**config.mk**
```make
export PLATFORM = sky130hd
export DESIGN_NAME = mipi_rx_top
export DESIGN_NICKNAME = d
export VERILOG_FILES = /design/src/hw/csi_pkg.sv /design/src/hw/lane_aligner.sv /design/src/hw/header_ecc.sv /design/src/hw/packet_parser.sv /design/src/hw/crc16_check.sv /design/src/hw/line_writer.sv /design/src/hw/mipi_rx_top.sv
export SDC_FILE = /design/constraint.sdc
export NUM_CORES = 1
export LEC_CHECK = 0
export BUFFER_PORTS_ARGS = -buffer_cell sky130_fd_sc_hd__buf_4
export CORE_ASPECT_RATIO = 2
export CORE_MARGIN = 4
export CORE_UTILIZATION = 55
export DETAILED_ROUTE_END_ITERATION = 10
export PLACE_DENSITY = 0.75
export SLEW_MARGIN = 20
export SYNTH_ARGS = -nofsm -noshare
export SYNTH_HDL_FRONTEND = slang
export SYNTH_SLANG_ARGS = --single-unit
```
**constraint.sdc**
```tcl
create_clock -name mipi_clk_2 -period 4.23 [get_ports mipi_clk_2]
set_input_delay 1.0575 -clock mipi_clk_2 [delete_from_list [all_inputs] [get_ports mipi_clk_2]]
set_output_delay 1.0575 -clock mipi_clk_2 [all_outputs]
set_load 0.005 [all_outputs]
```
**src/hw/csi_pkg.sv**
```systemverilog
`default_nettype none

package csi_pkg;

	//////////////////////////////////////////////////
	// datapath widths
	//////////////////////////////////////////////////

	typedef logic [3:0]  nibble_t;
	typedef logic [7:0]  byte_t;
	// byte 0 of the merged word sits in bits 7:0
	typedef logic [31:0] word_t;
	// {ecc[31:24], word count[23:8], vc[7:6], data type[5:0]}
	typedef logic [31:0] header_t;
	typedef logic [5:0]  dtype_t;
	typedef logic [15:0] wcount_t;
	typedef logic [15:0] crc_t;
	typedef logic [16:0] addr_t;
	typedef logic [15:0] coord_t;

	//////////////////////////////////////////////////
	// protocol constants
	//////////////////////////////////////////////////

	localparam byte_t  SYNC_BYTE      = 8'hB8;

	localparam dtype_t DT_FRAME_START = 6'h00;
	localparam dtype_t DT_FRAME_END   = 6'h01;
	// anything at or above this is a long packet
	localparam dtype_t DT_LONG_MIN    = 6'h10;
	localparam dtype_t DT_RAW8        = 6'h2A;

	// x^16+x^12+x^5+1, bit reversed for lsb-first shifting
	localparam crc_t CRC_INIT           = 16'hFFFF;
	localparam crc_t CRC_POLY_REFLECTED = 16'h8408;

	// header ecc columns, parity bits p5..p0 covering header bit i
	localparam logic [5:0] ECC_COL [24] = '{
		6'h07, 6'h0B, 6'h0D, 6'h0E, 6'h13, 6'h15, 6'h16, 6'h19,
		6'h1A, 6'h1C, 6'h23, 6'h25, 6'h26, 6'h29, 6'h2A, 6'h2C,
		6'h31, 6'h32, 6'h34, 6'h38, 6'h1F, 6'h2F, 6'h37, 6'h3B
	};

	// 320x240 words, write address wraps here
	localparam int unsigned FRAME_WORDS = 76800;

endpackage

`default_nettype wire

```
**src/hw/lane_aligner.sv**
```systemverilog
`default_nettype none

module lane_aligner (
	input  wire                mipi_clk_2,
	input  wire                reset,
	input  wire                hs_active_i,
	input  wire csi_pkg::nibble_t nibble_i,
	output csi_pkg::byte_t     byte_o,
	output logic               byte_stb_o
);

	//////////////////////////////////////////////////
	// two-nibble window
	//////////////////////////////////////////////////

	// newest nibble enters at the top, earliest bit ends up in bit 0
	csi_pkg::byte_t win_q;

	always_ff @(posedge mipi_clk_2) begin
		win_q <= {nibble_i, win_q[7:4]};
	end

	//////////////////////////////////////////////////
	// sync search and phase lock
	//////////////////////////////////////////////////

	// free running slot, tells the two nibble phases apart
	logic slot_q;
	logic locked_q;
	// slot on which the sync byte was seen complete
	logic phase_q;
	logic stb_q;
	logic sync_hit;

	assign sync_hit = (win_q == csi_pkg::SYNC_BYTE);

	always_ff @(posedge mipi_clk_2) begin
		if (reset || !hs_active_i) begin
			slot_q   <= 1'b0;
			locked_q <= 1'b0;
			phase_q  <= 1'b0;
			stb_q    <= 1'b0;
		end else begin
			slot_q <= ~slot_q;

			// sync can land on either slot, remember which one
			if (!locked_q && sync_hit) begin
				locked_q <= 1'b1;
				phase_q  <= slot_q;
			end

			// window holds a whole byte on every slot equal to phase_q
			stb_q <= locked_q && (slot_q != phase_q);
		end
	end

	assign byte_o     = win_q;
	assign byte_stb_o = stb_q;

endmodule

`default_nettype wire

```
**src/hw/header_ecc.sv**
```systemverilog
`default_nettype none

module header_ecc (
	input  wire csi_pkg::header_t header_raw_i,
	output csi_pkg::header_t      header_fixed_o,
	output logic                  header_ok_o
);

	//////////////////////////////////////////////////
	// parity over the 24 header bits
	//////////////////////////////////////////////////

	logic [5:0] parity;

	// each set bit folds its column into p5..p0
	always_comb begin
		parity = 6'h00;
		for (int i = 0; i < 24; i++) begin
			if (header_raw_i[i]) begin
				parity = parity ^ csi_pkg::ECC_COL[i];
			end
		end
	end

	//////////////////////////////////////////////////
	// syndrome and single-bit correction
	//////////////////////////////////////////////////

	// ecc bits 7:6 are reserved as zero, so they take part in the syndrome
	logic [7:0] syndrome;

	assign syndrome = {2'b00, parity} ^ header_raw_i[31:24];

	logic [23:0] flip;

	// at most one column can match a nonzero syndrome
	always_comb begin
		flip = 24'h000000;
		for (int i = 0; i < 24; i++) begin
			if (syndrome == {2'b00, csi_pkg::ECC_COL[i]}) begin
				flip[i] = 1'b1;
			end
		end
	end

	// ecc byte is passed through untouched
	assign header_fixed_o = header_raw_i ^ {8'h00, flip};

	// clean header or one correctable data bit
	assign header_ok_o = (syndrome == 8'h00) || (|flip);

endmodule

`default_nettype wire

```
**src/hw/packet_parser.sv**
```systemverilog
`default_nettype none

module packet_parser (
	input  wire                   mipi_clk_2,
	input  wire                   reset,
	input  wire                   hs_active_i,
	input  wire csi_pkg::byte_t   lane0_byte_i,
	input  wire csi_pkg::byte_t   lane1_byte_i,
	input  wire                   lane0_stb_i,
	input  wire                   lane1_stb_i,
	output csi_pkg::header_t      header_raw_o,
	input  wire csi_pkg::header_t header_fixed_i,
	input  wire                   header_ok_i,
	output logic                  frame_start_o,
	output logic                  frame_end_o,
	output logic                  line_start_o,
	output csi_pkg::word_t        payload_o,
	output logic                  payload_stb_o,
	output csi_pkg::crc_t         crc_rx_o,
	output logic                  crc_stb_o
);

	typedef enum logic [1:0] {
		ST_HEADER,
		ST_PAYLOAD,
		ST_CRC,
		ST_IGNORE
	} state_t;

	//////////////////////////////////////////////////
	// word assembly, lane0 lane1 lane0 lane1
	//////////////////////////////////////////////////

	logic           pair_stb;
	logic           half_q;
	logic [15:0]    low_q;
	logic           word_stb;
	csi_pkg::word_t word_c;

	// both lanes strobe together, skew is not handled
	assign pair_stb = lane0_stb_i && lane1_stb_i;
	assign word_stb = pair_stb && half_q;
	assign word_c   = {lane1_byte_i, lane0_byte_i, low_q};

	always_ff @(posedge mipi_clk_2) begin
		if (pair_stb && !half_q) begin
			low_q <= {lane1_byte_i, lane0_byte_i};
		end
		if (word_stb) begin
			payload_o <= word_c;
			crc_rx_o  <= word_c[15:0];
		end
	end

	// ecc block answers within the same cycle
	assign header_raw_o = word_c;

	csi_pkg::dtype_t  dtype_c;
	csi_pkg::wcount_t wcount_c;

	assign dtype_c  = header_fixed_i[5:0];
	assign wcount_c = header_fixed_i[23:8];

	//////////////////////////////////////////////////
	// packet sequencing
	//////////////////////////////////////////////////

	state_t           state_q;
	logic             raw8_q;
	csi_pkg::wcount_t words_left_q;

	always_ff @(posedge mipi_clk_2) begin
		if (reset || !hs_active_i) begin
			state_q       <= ST_HEADER;
			half_q        <= 1'b0;
			raw8_q        <= 1'b0;
			words_left_q  <= '0;
			frame_start_o <= 1'b0;
			frame_end_o   <= 1'b0;
			line_start_o  <= 1'b0;
			payload_stb_o <= 1'b0;
			crc_stb_o     <= 1'b0;
		end else begin
			frame_start_o <= 1'b0;
			frame_end_o   <= 1'b0;
			line_start_o  <= 1'b0;
			payload_stb_o <= 1'b0;
			crc_stb_o     <= 1'b0;

			if (pair_stb) begin
				half_q <= ~half_q;
			end

			if (word_stb) begin
				case (state_q)
					ST_HEADER: begin
						if (!header_ok_i) begin
							state_q <= ST_IGNORE;
						end else if (dtype_c >= csi_pkg::DT_LONG_MIN) begin
							// other long types are counted through silently
							raw8_q       <= (dtype_c == csi_pkg::DT_RAW8);
							line_start_o <= (dtype_c == csi_pkg::DT_RAW8);
							words_left_q <= wcount_c >> 2;
							state_q      <= (wcount_c[15:2] == '0) ? ST_CRC : ST_PAYLOAD;
						end else begin
							frame_start_o <= (dtype_c == csi_pkg::DT_FRAME_START);
							frame_end_o   <= (dtype_c == csi_pkg::DT_FRAME_END);
							state_q       <= ST_IGNORE;
						end
					end
					ST_PAYLOAD: begin
						payload_stb_o <= raw8_q;
						words_left_q  <= words_left_q - 1'b1;
						if (words_left_q == 16'd1) begin
							state_q <= ST_CRC;
						end
					end
					ST_CRC: begin
						// checksum in bits 15:0 of this word
						crc_stb_o <= raw8_q;
						state_q   <= ST_IGNORE;
					end
					default: begin
						// wait for the burst to end
						state_q <= ST_IGNORE;
					end
				endcase
			end
		end
	end

endmodule

`default_nettype wire

```
**src/hw/crc16_check.sv**
```systemverilog
`default_nettype none

module crc16_check (
	input  wire                 mipi_clk_2,
	input  wire                 reset,
	input  wire                 line_start_i,
	input  wire csi_pkg::word_t payload_i,
	input  wire                 payload_stb_i,
	input  wire csi_pkg::crc_t  crc_rx_i,
	input  wire                 crc_stb_i,
	output logic                crc_err_o
);

	//////////////////////////////////////////////////
	// 32 bits per step, lsb first
	//////////////////////////////////////////////////

	function automatic csi_pkg::crc_t crc_step32(
		input csi_pkg::crc_t  crc_in,
		input csi_pkg::word_t data
	);
		csi_pkg::crc_t crc;
		logic          fb;
		crc = crc_in;
		for (int i = 0; i < 32; i++) begin
			fb  = crc[0] ^ data[i];
			crc = crc >> 1;
			if (fb) begin
				crc = crc ^ csi_pkg::CRC_POLY_REFLECTED;
			end
		end
		return crc;
	endfunction

	csi_pkg::crc_t crc_q;
	csi_pkg::crc_t crc_next;

	assign crc_next = crc_step32(crc_q, payload_i);

	//////////////////////////////////////////////////
	// running crc and end of packet compare
	//////////////////////////////////////////////////

	always_ff @(posedge mipi_clk_2) begin
		if (reset) begin
			crc_q     <= csi_pkg::CRC_INIT;
			crc_err_o <= 1'b0;
		end else begin
			// one cycle pulse on mismatch
			crc_err_o <= crc_stb_i && (crc_q != crc_rx_i);

			if (line_start_i) begin
				crc_q <= csi_pkg::CRC_INIT;
			end else if (payload_stb_i) begin
				crc_q <= crc_next;
			end
		end
	end

endmodule

`default_nettype wire

```
**src/hw/line_writer.sv**
```systemverilog
`default_nettype none

module line_writer (
	input  wire                 mipi_clk_2,
	input  wire                 reset,
	input  wire                 frame_start_i,
	input  wire                 line_start_i,
	input  wire csi_pkg::word_t payload_i,
	input  wire                 payload_stb_i,
	output logic                wr_en_o,
	output csi_pkg::addr_t      wr_addr_o,
	output csi_pkg::word_t      wr_data_o,
	output csi_pkg::coord_t     col_o,
	output csi_pkg::coord_t     row_o
);

	localparam csi_pkg::addr_t ADDR_LAST = csi_pkg::addr_t'(csi_pkg::FRAME_WORDS - 1);

	//////////////////////////////////////////////////
	// position counters
	//////////////////////////////////////////////////

	csi_pkg::addr_t  addr_q;
	csi_pkg::coord_t col_q;
	csi_pkg::coord_t row_q;
	// first line of a frame stays on row 0
	logic            first_line_q;

	always_ff @(posedge mipi_clk_2) begin
		if (reset) begin
			addr_q       <= '0;
			col_q        <= '0;
			row_q        <= '0;
			first_line_q <= 1'b1;
			wr_en_o      <= 1'b0;
			wr_addr_o    <= '0;
			col_o        <= '0;
			row_o        <= '0;
		end else begin
			wr_en_o <= payload_stb_i;

			if (frame_start_i) begin
				addr_q       <= '0;
				col_q        <= '0;
				row_q        <= '0;
				first_line_q <= 1'b1;
			end else if (line_start_i) begin
				col_q        <= '0;
				first_line_q <= 1'b0;
				if (!first_line_q) begin
					row_q <= row_q + 1'b1;
				end
			end else if (payload_stb_i) begin
				// write lands at the current position, then step on
				wr_addr_o <= addr_q;
				col_o     <= col_q;
				row_o     <= row_q;
				addr_q    <= (addr_q == ADDR_LAST) ? '0 : addr_q + 1'b1;
				col_q     <= col_q + 1'b1;
			end
		end
	end

	always_ff @(posedge mipi_clk_2) begin
		if (payload_stb_i) begin
			wr_data_o <= payload_i;
		end
	end

endmodule

`default_nettype wire

```
**src/hw/mipi_rx_top.sv**
```systemverilog
`default_nettype none

module mipi_rx_top (
	input  wire                   mipi_clk_2,
	input  wire                   reset,
	input  wire                   hs_active_i,
	input  wire csi_pkg::nibble_t lane0_nib_i,
	input  wire csi_pkg::nibble_t lane1_nib_i,
	output wire                   wr_en_o,
	output wire csi_pkg::addr_t   wr_addr_o,
	output wire csi_pkg::word_t   wr_data_o,
	output wire csi_pkg::coord_t  col_o,
	output wire csi_pkg::coord_t  row_o,
	output wire                   crc_err_o,
	output wire                   frame_end_o
);

	wire csi_pkg::byte_t   lane0_byte;
	wire csi_pkg::byte_t   lane1_byte;
	wire                   lane0_stb;
	wire                   lane1_stb;
	wire csi_pkg::header_t header_raw;
	wire csi_pkg::header_t header_fixed;
	wire                   header_ok;
	wire                   frame_start;
	wire                   line_start;
	wire csi_pkg::word_t   payload;
	wire                   payload_stb;
	wire csi_pkg::crc_t    crc_rx;
	wire                   crc_stb;

	//////////////////////////////////////////////////
	// lane byte recovery
	//////////////////////////////////////////////////

	lane_aligner u_lane0 (
		.mipi_clk_2  (mipi_clk_2),
		.reset       (reset),
		.hs_active_i (hs_active_i),
		.nibble_i    (lane0_nib_i),
		.byte_o      (lane0_byte),
		.byte_stb_o  (lane0_stb)
	);

	lane_aligner u_lane1 (
		.mipi_clk_2  (mipi_clk_2),
		.reset       (reset),
		.hs_active_i (hs_active_i),
		.nibble_i    (lane1_nib_i),
		.byte_o      (lane1_byte),
		.byte_stb_o  (lane1_stb)
	);

	//////////////////////////////////////////////////
	// packet layer
	//////////////////////////////////////////////////

	header_ecc u_ecc (
		.header_raw_i   (header_raw),
		.header_fixed_o (header_fixed),
		.header_ok_o    (header_ok)
	);

	packet_parser u_parser (
		.mipi_clk_2     (mipi_clk_2),
		.reset          (reset),
		.hs_active_i    (hs_active_i),
		.lane0_byte_i   (lane0_byte),
		.lane1_byte_i   (lane1_byte),
		.lane0_stb_i    (lane0_stb),
		.lane1_stb_i    (lane1_stb),
		.header_raw_o   (header_raw),
		.header_fixed_i (header_fixed),
		.header_ok_i    (header_ok),
		.frame_start_o  (frame_start),
		.frame_end_o    (frame_end_o),
		.line_start_o   (line_start),
		.payload_o      (payload),
		.payload_stb_o  (payload_stb),
		.crc_rx_o       (crc_rx),
		.crc_stb_o      (crc_stb)
	);

	crc16_check u_crc (
		.mipi_clk_2    (mipi_clk_2),
		.reset         (reset),
		.line_start_i  (line_start),
		.payload_i     (payload),
		.payload_stb_i (payload_stb),
		.crc_rx_i      (crc_rx),
		.crc_stb_i     (crc_stb),
		.crc_err_o     (crc_err_o)
	);

	// frame buffer side
	line_writer u_writer (
		.mipi_clk_2    (mipi_clk_2),
		.reset         (reset),
		.frame_start_i (frame_start),
		.line_start_i  (line_start),
		.payload_i     (payload),
		.payload_stb_i (payload_stb),
		.wr_en_o       (wr_en_o),
		.wr_addr_o     (wr_addr_o),
		.wr_data_o     (wr_data_o),
		.col_o         (col_o),
		.row_o         (row_o)
	);

endmodule

`default_nettype wire

```
# Word-level counts from Yosys, hierarchy flattened

Cells that the tools add are included.

Register bits: 262
Input bits: 11
Logic and storage cells: 299

Add/sub/neg operators: 4
Order comparisons: 1
Eq/ne operators: 38
Muxes and demuxes: 89
Bitwise logic cells: 101
Reductions and logical operators: 33

Operators by type and width:

| kind                                                                 | number |
|---|---|
| 16-bit two-way mux                                                   | 34 |
| 2-bit NOT with 3-bit output                                          | 35 |
| 8-bit by 6-bit == test with 1-bit output, second input constant      | 13 |
| 6-bit two-way mux                                                    | 13 |
| 8-bit by 5-bit == test with 1-bit output, second input constant      | 7 |
| 3-bit NOT                                                            | 16 |
| 5-bit two-way mux                                                    | 7 |
| 16-bit by 1-bit adder with 16-bit output, second input constant      | 2 |
| 16-bit one-hot mux with 2 select lines                               | 1 |
| 1-bit bitwise XOR                                                    | 32 |
| 8-bit by 4-bit == test with 1-bit output, second input constant      | 3 |
| 1-bit two-way mux                                                    | 24 |
| 24-bit OR reduction                                                  | 1 |
| 24-bit bitwise XOR                                                   | 1 |
| 5-bit NOT                                                            | 4 |
| 17-bit by 1-bit adder with 17-bit output, second input constant      | 1 |
| 17-bit == test, second input constant                                | 1 |
| 17-bit two-way mux                                                   | 1 |
| 16-bit by 1-bit == test with 1-bit output, second input constant     | 1 |
| 8-bit == test, second input constant                                 | 2 |
| 16-bit inequality test                                               | 1 |
| 16-bit by 1-bit subtractor with 16-bit output, second input constant | 1 |
| 14-bit zero test                                                     | 1 |
| 4-bit two-way mux                                                    | 3 |
| other kinds (26)                                                     | 61 |

# Longest topological paths before layout

Word-level depth: 64
Depth in mapped cells: 12
Gate-level depth less buffers: 10

# Hierarchy

Synthesis repeated with hierarchy kept, for this count alone.

Cells, all modules: 1155
Area total of the unflattened synthesis: 12046.6 um^2

By module, submodules not included:

| module        | instances | cells an instance | area each (um^2) | sequential area each (um^2) |
|---|---|---|---|---|
| line_writer   | 1         | 518               | 4941.0           | 2962.8 |
| packet_parser | 1         | 257               | 3111.7           | 1941.9 |
| crc16_check   | 1         | 174               | 1989.4           | 340.3 |
| header_ecc    | 1         | 160               | 1366.3           | 0.0 |
| lane_aligner  | 2         | 23                | 319.1            | 240.2 |

# Worst setup path after synthesis

OpenSTA, ideal clock, no wires.

Kind: register to register
Start point: register u_lane0.win_q[6] (netlist: u_lane0.byte_o[6])
End point: register u_parser.words_left_q[10]
Library setup time: 0.084 ns
Data arrival time: 3.196 ns
Setup slack: 0.950 ns
Cell stages (with the launch flop): 13
Path buffers: 2
Cell sequence: dfxtp_1 buf_6 xor2_2 xnor3_2 xnor3_2 nor2_2 nand2_1 or4_4 and3_4 a21oi_4 o21ai_4 buf_6 o31ai_2

Cells in the longest elaborated chain, start to end: 10
Elaborated cells on any way between the ends: 63
Those cells by class: order compare (1); eq/ne (26); mux (29); bitwise (3); reduce/logical (4)

Ends and longest elaborated chain:

| item                                                                                             | line                               | text |
|---|---|---|
| from (decl)                                                                                      | lane_aligner.sv:17                 | `csi_pkg::byte_t win_q;` |
| from (signal assigned)                                                                           | lane_aligner.sv:20                 | `win_q <= {nibble_i, win_q[7:4]};` |
| 6-bit two-way mux (*)                                                                            | header_ecc.sv:19                   | `if (header_raw_i[i]) begin` |
| 5-bit NOT (no line)                                                                              | n/a                                |  |
| 6-bit two-way mux (*)                                                                            | header_ecc.sv:19                   |  |
| 6-bit by 8-bit bitwise XOR with 8-bit output (*)                                                 | header_ecc.sv:32                   | `assign syndrome = {2'b00, parity} ^ header_raw_i[31:24];` |
| 8-bit by 3-bit == test with 1-bit output (tied with other cells)                                 | header_ecc.sv:40                   | `if (syndrome == {2'b00, csi_pkg::ECC_COL[i]}) begin` |
| 1-bit two-way mux                                                                                | header_ecc.sv:40                   |  |
| 24-bit bitwise XOR or 24-bit OR reduction (tied branches)                                        | header_ecc.sv:47, header_ecc.sv:50 |  |
| 6-bit by 5-bit greater-or-equal comparator with 1-bit output (tied with other cells)             | packet_parser.sv:99                | `end else if (dtype_c >= csi_pkg::DT_LONG_MIN) begin` |
| 2-bit by 1-bit inequality test with 1-bit output (no line) or 16-bit two-way mux (tied branches) | n/a                                |  |
| 4-bit AND reduction (no line) or 16-bit one-hot mux with 2 select lines (tied branches)          | n/a                                |  |
| to (signal assigned)                                                                             | packet_parser.sv:103               | `words_left_q <= wcount_c >> 2;` |
| to (signal assigned)                                                                             | packet_parser.sv:113               | `words_left_q <= words_left_q - 1'b1;` |
| to (decl)                                                                                        | packet_parser.sv:70                | `csi_pkg::wcount_t words_left_q;` |

Every way passes the cells marked *; elsewhere a longest branch is shown, timed or not. The select of a mux whose other input is x is not followed.
A chain may end at the register's enable or synchronous reset.

# Worst setup path after layout

Start point: register u_lane0.win_q[0] (netlist: u_lane0.byte_o[0])
End point: register u_parser.words_left_q[15]

Cells in the longest elaborated chain, start to end: 21
Elaborated cells on any way between the ends: 72
Those cells by class: order compare (1); eq/ne (26); mux (32); bitwise (9); reduce/logical (4)

Ends and longest elaborated chain:

| item                                                                                             | line |
|---|---|
| 6-bit two-way mux (*)                                                                            | header_ecc.sv:19 |
| 3-bit NOT (no line)                                                                              | n/a |
| 6-bit two-way mux (*)                                                                            | header_ecc.sv:19 |
| 3-bit NOT (no line)                                                                              | n/a |
| 6-bit two-way mux (*)                                                                            | header_ecc.sv:19 |
| 3-bit NOT (no line)                                                                              | n/a |
| 6-bit two-way mux (*)                                                                            | header_ecc.sv:19 |
| 5-bit NOT (no line)                                                                              | n/a |
| [... 5 more ...]                                                                                 | n/a |
| 6-bit two-way mux (*)                                                                            | header_ecc.sv:19 |
| 6-bit by 8-bit bitwise XOR with 8-bit output (*)                                                 | header_ecc.sv:32 |
| 8-bit by 3-bit == test with 1-bit output (tied with other cells)                                 | header_ecc.sv:40 |
| 1-bit two-way mux                                                                                | header_ecc.sv:40 |
| 24-bit bitwise XOR or 24-bit OR reduction (tied branches)                                        | header_ecc.sv:47, header_ecc.sv:50 |
| 6-bit by 5-bit greater-or-equal comparator with 1-bit output or 1-bit logical OR (tied branches) | packet_parser.sv:99, header_ecc.sv:50 |
| 2-bit by 1-bit inequality test with 1-bit output (no line)                                       | n/a |
| 4-bit AND reduction (no line) (*)                                                                | n/a |

Every way passes the cells marked *; elsewhere a longest branch is shown, timed or not.

==> qor.txt <==
Dpl hpwl: 22,740 um
CTS H-tree depth: 1
Clock skew: 11.87 ps
WHS Path Cells: 0
CP startpoint kind: flip-flop
Worst EP required: 4680 ps
Post-layout net count: 1,273
Clk buf depth: 3
Crit path kind: flip-flop to flip-flop
Yosys warnings: 0
Top cell type's share of synthesized area: 28.31%
CTS tree: done
TritonCTS buffer count: 22
Via count: 8,719
GRT Resource Usage Total: 24.64%
Mux contribution to synthesized area: 0.9380%
Peak Freq: 244.3 MHz
Post CTS Setup Buffer Count: 0
Routed WL: 30,060 um
Initial core utilization: 55.85%
Crit-path max FO: 14
Io pins: 95
Rel. slew slack: 32.24%
Die area: 0.02389 mm2
Clock-pin slew on the worst setup and hold paths: 70 ps
Synth Area in Compound Gates: 10.29%
PortBufs: 94
Maxcap violations: 0
Worst Tran Pin Value: 1016 ps
Minimum clock period: 4094 ps
Pin count of the biggest net entering global routing: 68
DR DRC count: 0
First-pass GRT wire length: 46,840 um
Final Wtd Congestion: 0.9520
Post-synth net total: 1,174
Post-CTS Hold Fix Bufs: 0
Layout Utilization: 64.65%
Post-synth EDFFs: 80
Post-synth cell types: 73
Congestion Overflow GR: 0
Max Slew Vio Count: 0
Setup ws final: 136.2 ps
Die W: 111.3 um
Most frequent cells after synthesis: 189 x nand2_1, 166 x dfxtp_1, 101 x nor2_1
Synth Area in Adders: 0.5329%
Initial DRC count: 532
Remaining antenna violation count: 0
Synth top area cells: dfxtp_1 28%, edfxtp_1 20%, xnor2_1 6.9%
FFs w/ async S/R, synth: 0%
Via/cell ratio: 5.654
Status: finished clean
Setup violators final: 0
ANT cells: 0
Min-delay worst type: flip-flop to flip-flop
FP Rows: 75
Root Buffer: clkbuf_16
Initial antenna violation count: 0
Xor/xnor share of the synthesized area: 19.97%
DR WL/cell: 19.49 um
Post-synthesis sequential area ratio: 48.77%
Synth Instances: 1,158
Sink Count: 246
DP Worst Slack: 101.1 ps
Synth Flop Type: dfxtp_1
Pwr dens: 363.1 mW/mm2
Share of cells above drive strength 1: 16.65%
Vias in the first global route: 8,725
Final hold violation count: 0
Cell accounting for the most synthesized area: dfxtp_1
Post-Syn Area per Cell: 10.14 um2
Main combinational cell family by area after synthesis: XOR/XNOR gates
CP arrival: 4550 ps
First drt pass iteration count: 5
Most numerous cell in the Yosys netlist: nand2_1
Post-Synth Simple-Gate Area: 17.06%
Register-to-register setup slack: 140 ps
Core region area: 0.02102 mm2
Post-Syn Area: 0.01174 mm2
Final Cycle Share: 96.78%
Peak VDD IR: 0.3766 mV
Worst setup EP type: flip-flop
R2R cell count: 10
DP Area: 0.01281 mm2
Yosys reg bits: 246
Overall power: 4.935 mW
Area growth from synthesis to layout: 15.77%
Die Ht: 214.6 um
Latest clock arrival within the worst-skew pair: 510 ps
Post-route cell area: 0.01359 mm2
P_leak: 5.086 nW
[state kept, by name, indices dropped and copies added (netlist names), 2 cells and up]
| signal | count |
|---|---|
| u_writer.wr_data_o | 32 |
| u_parser.payload_o | 17 |
| u_writer.addr_q | 17 |
| u_writer.wr_addr_o | 17 |
| u_crc.crc_q | 16 |
| u_parser.low_q | 16 |
| u_parser.words_left_q | 16 |
| u_writer.col_o | 16 |
| u_writer.col_q | 16 |
| u_writer.row_o | 16 |
| u_writer.row_q | 16 |
| u_parser.crc_rx_o | 15 |
| u_lane0.byte_o | 8 |
| u_lane1.byte_o | 8 |
| u_parser.state_q | 2 |
[power breakdown]
part	total (mW)	switching (mW)	internal, mW	leakage [nW]
clock	2.03	0.867	1.16	0.367
combinational	0.455	0.288	0.168	2.66
sequential	2.45	0.0146	2.43	2.06
total	4.93	1.17	3.77	5.09
[final timing paths]
kind / endpoint / startpoint
worst max register to register: u_parser.words_left_q[15] / u_lane0.byte_o[0]
worst min-delay path: u_lane1.byte_o[3] / u_lane1.byte_o[7]
worst min register to register: u_lane1.byte_o[3] / u_lane1.byte_o[7]
worst max-delay path: u_parser.words_left_q[15] / u_lane0.byte_o[0]
[repair_timing]
action / 4_1_cts / 5_1_grt
endpoints found under the hold margin: 0 / 0
setup endpoints to repair: 0 / 18
resized for setup: 0 / 2
[routing by layer]
| layer | up-vias | global-route usage (%) | share of wire, % |
|---|---|---|---|
| met1 | 4171 | 24.17 | 34 |
| met4 | 0 | 16.12 | 7.0 |
| met5 | - | 0 | 0 |
| met2 | 233 | 47.44 | 56 |
| li1 | 4215 | - | - |
| met3 | 100 | 2.655 | 3.1 |
[through the flow]
| stage | hold WS (ps) | setup TNS (ps) | std cells |
|---|---|---|---|
| final | 432.0 | 0 | 1542 |
| after global routing | 453.1 | -10.22 | 1542 |
| after CTS | 439.3 | 0 | 1541 |
| after floorplan | 354.8 | 0 | 1158 |
| after global placement | 414.6 | 0 | 1501 |
| after detailed placement | 420.2 | 0 | 1501 |
[kinds of logic (layout without fill, tap and decap cells)]
kind of cell    count (synthesis)  count (layout)
compound gates                189             189
xor+xnor                      203             203
mux                            11              11
simple gates                  436             436
fa+ha+maj                       5               5
flops                         246             246
buf+inv                        68             183
[cell type report]
cell class | count | area [um2]
flip-flops and latches | 246 | 5727
multi-input cells | 844 | 5758
repair buffers | 126 | 965.9
inverters | 17 | 63.81
clock inverters | 10 | 76.32
well taps | 269 | 336.6
fillers | 1718 | 7430
clock buffers | 30 | 663.1
[critical path, stage by stage, from the launching register on]
cell      delay (ps)
dfxtp_1          530
xnor3_1          530
xnor3_1          480
xnor2_2          390
nand3_1          270
a221oi_2         410
xnor2_1          380
and3_4           300
a21oi_4           40
o21ai_4          440
o221a_2          270
[layout by cell type (no fill, tap or decap), types with 18 or more instances in the layout]
cell type	synthesis	routed
nand2_1	189	189
dfxtp_1	166	165
buf_4	2	125
nor2_1	101	100
xnor2_1	93	93
edfxtp_1	80	80
a21oi_1	69	69
xor2_1	63	63
o21ai_0	40	40
nor3_1	30	30
nand3_1	24	24
clkbuf_16	0	24
xnor3_1	20	20
and3_1	18	18
a31oi_1	18	18
Note: power is estimated with default switching activity, not from simulation.
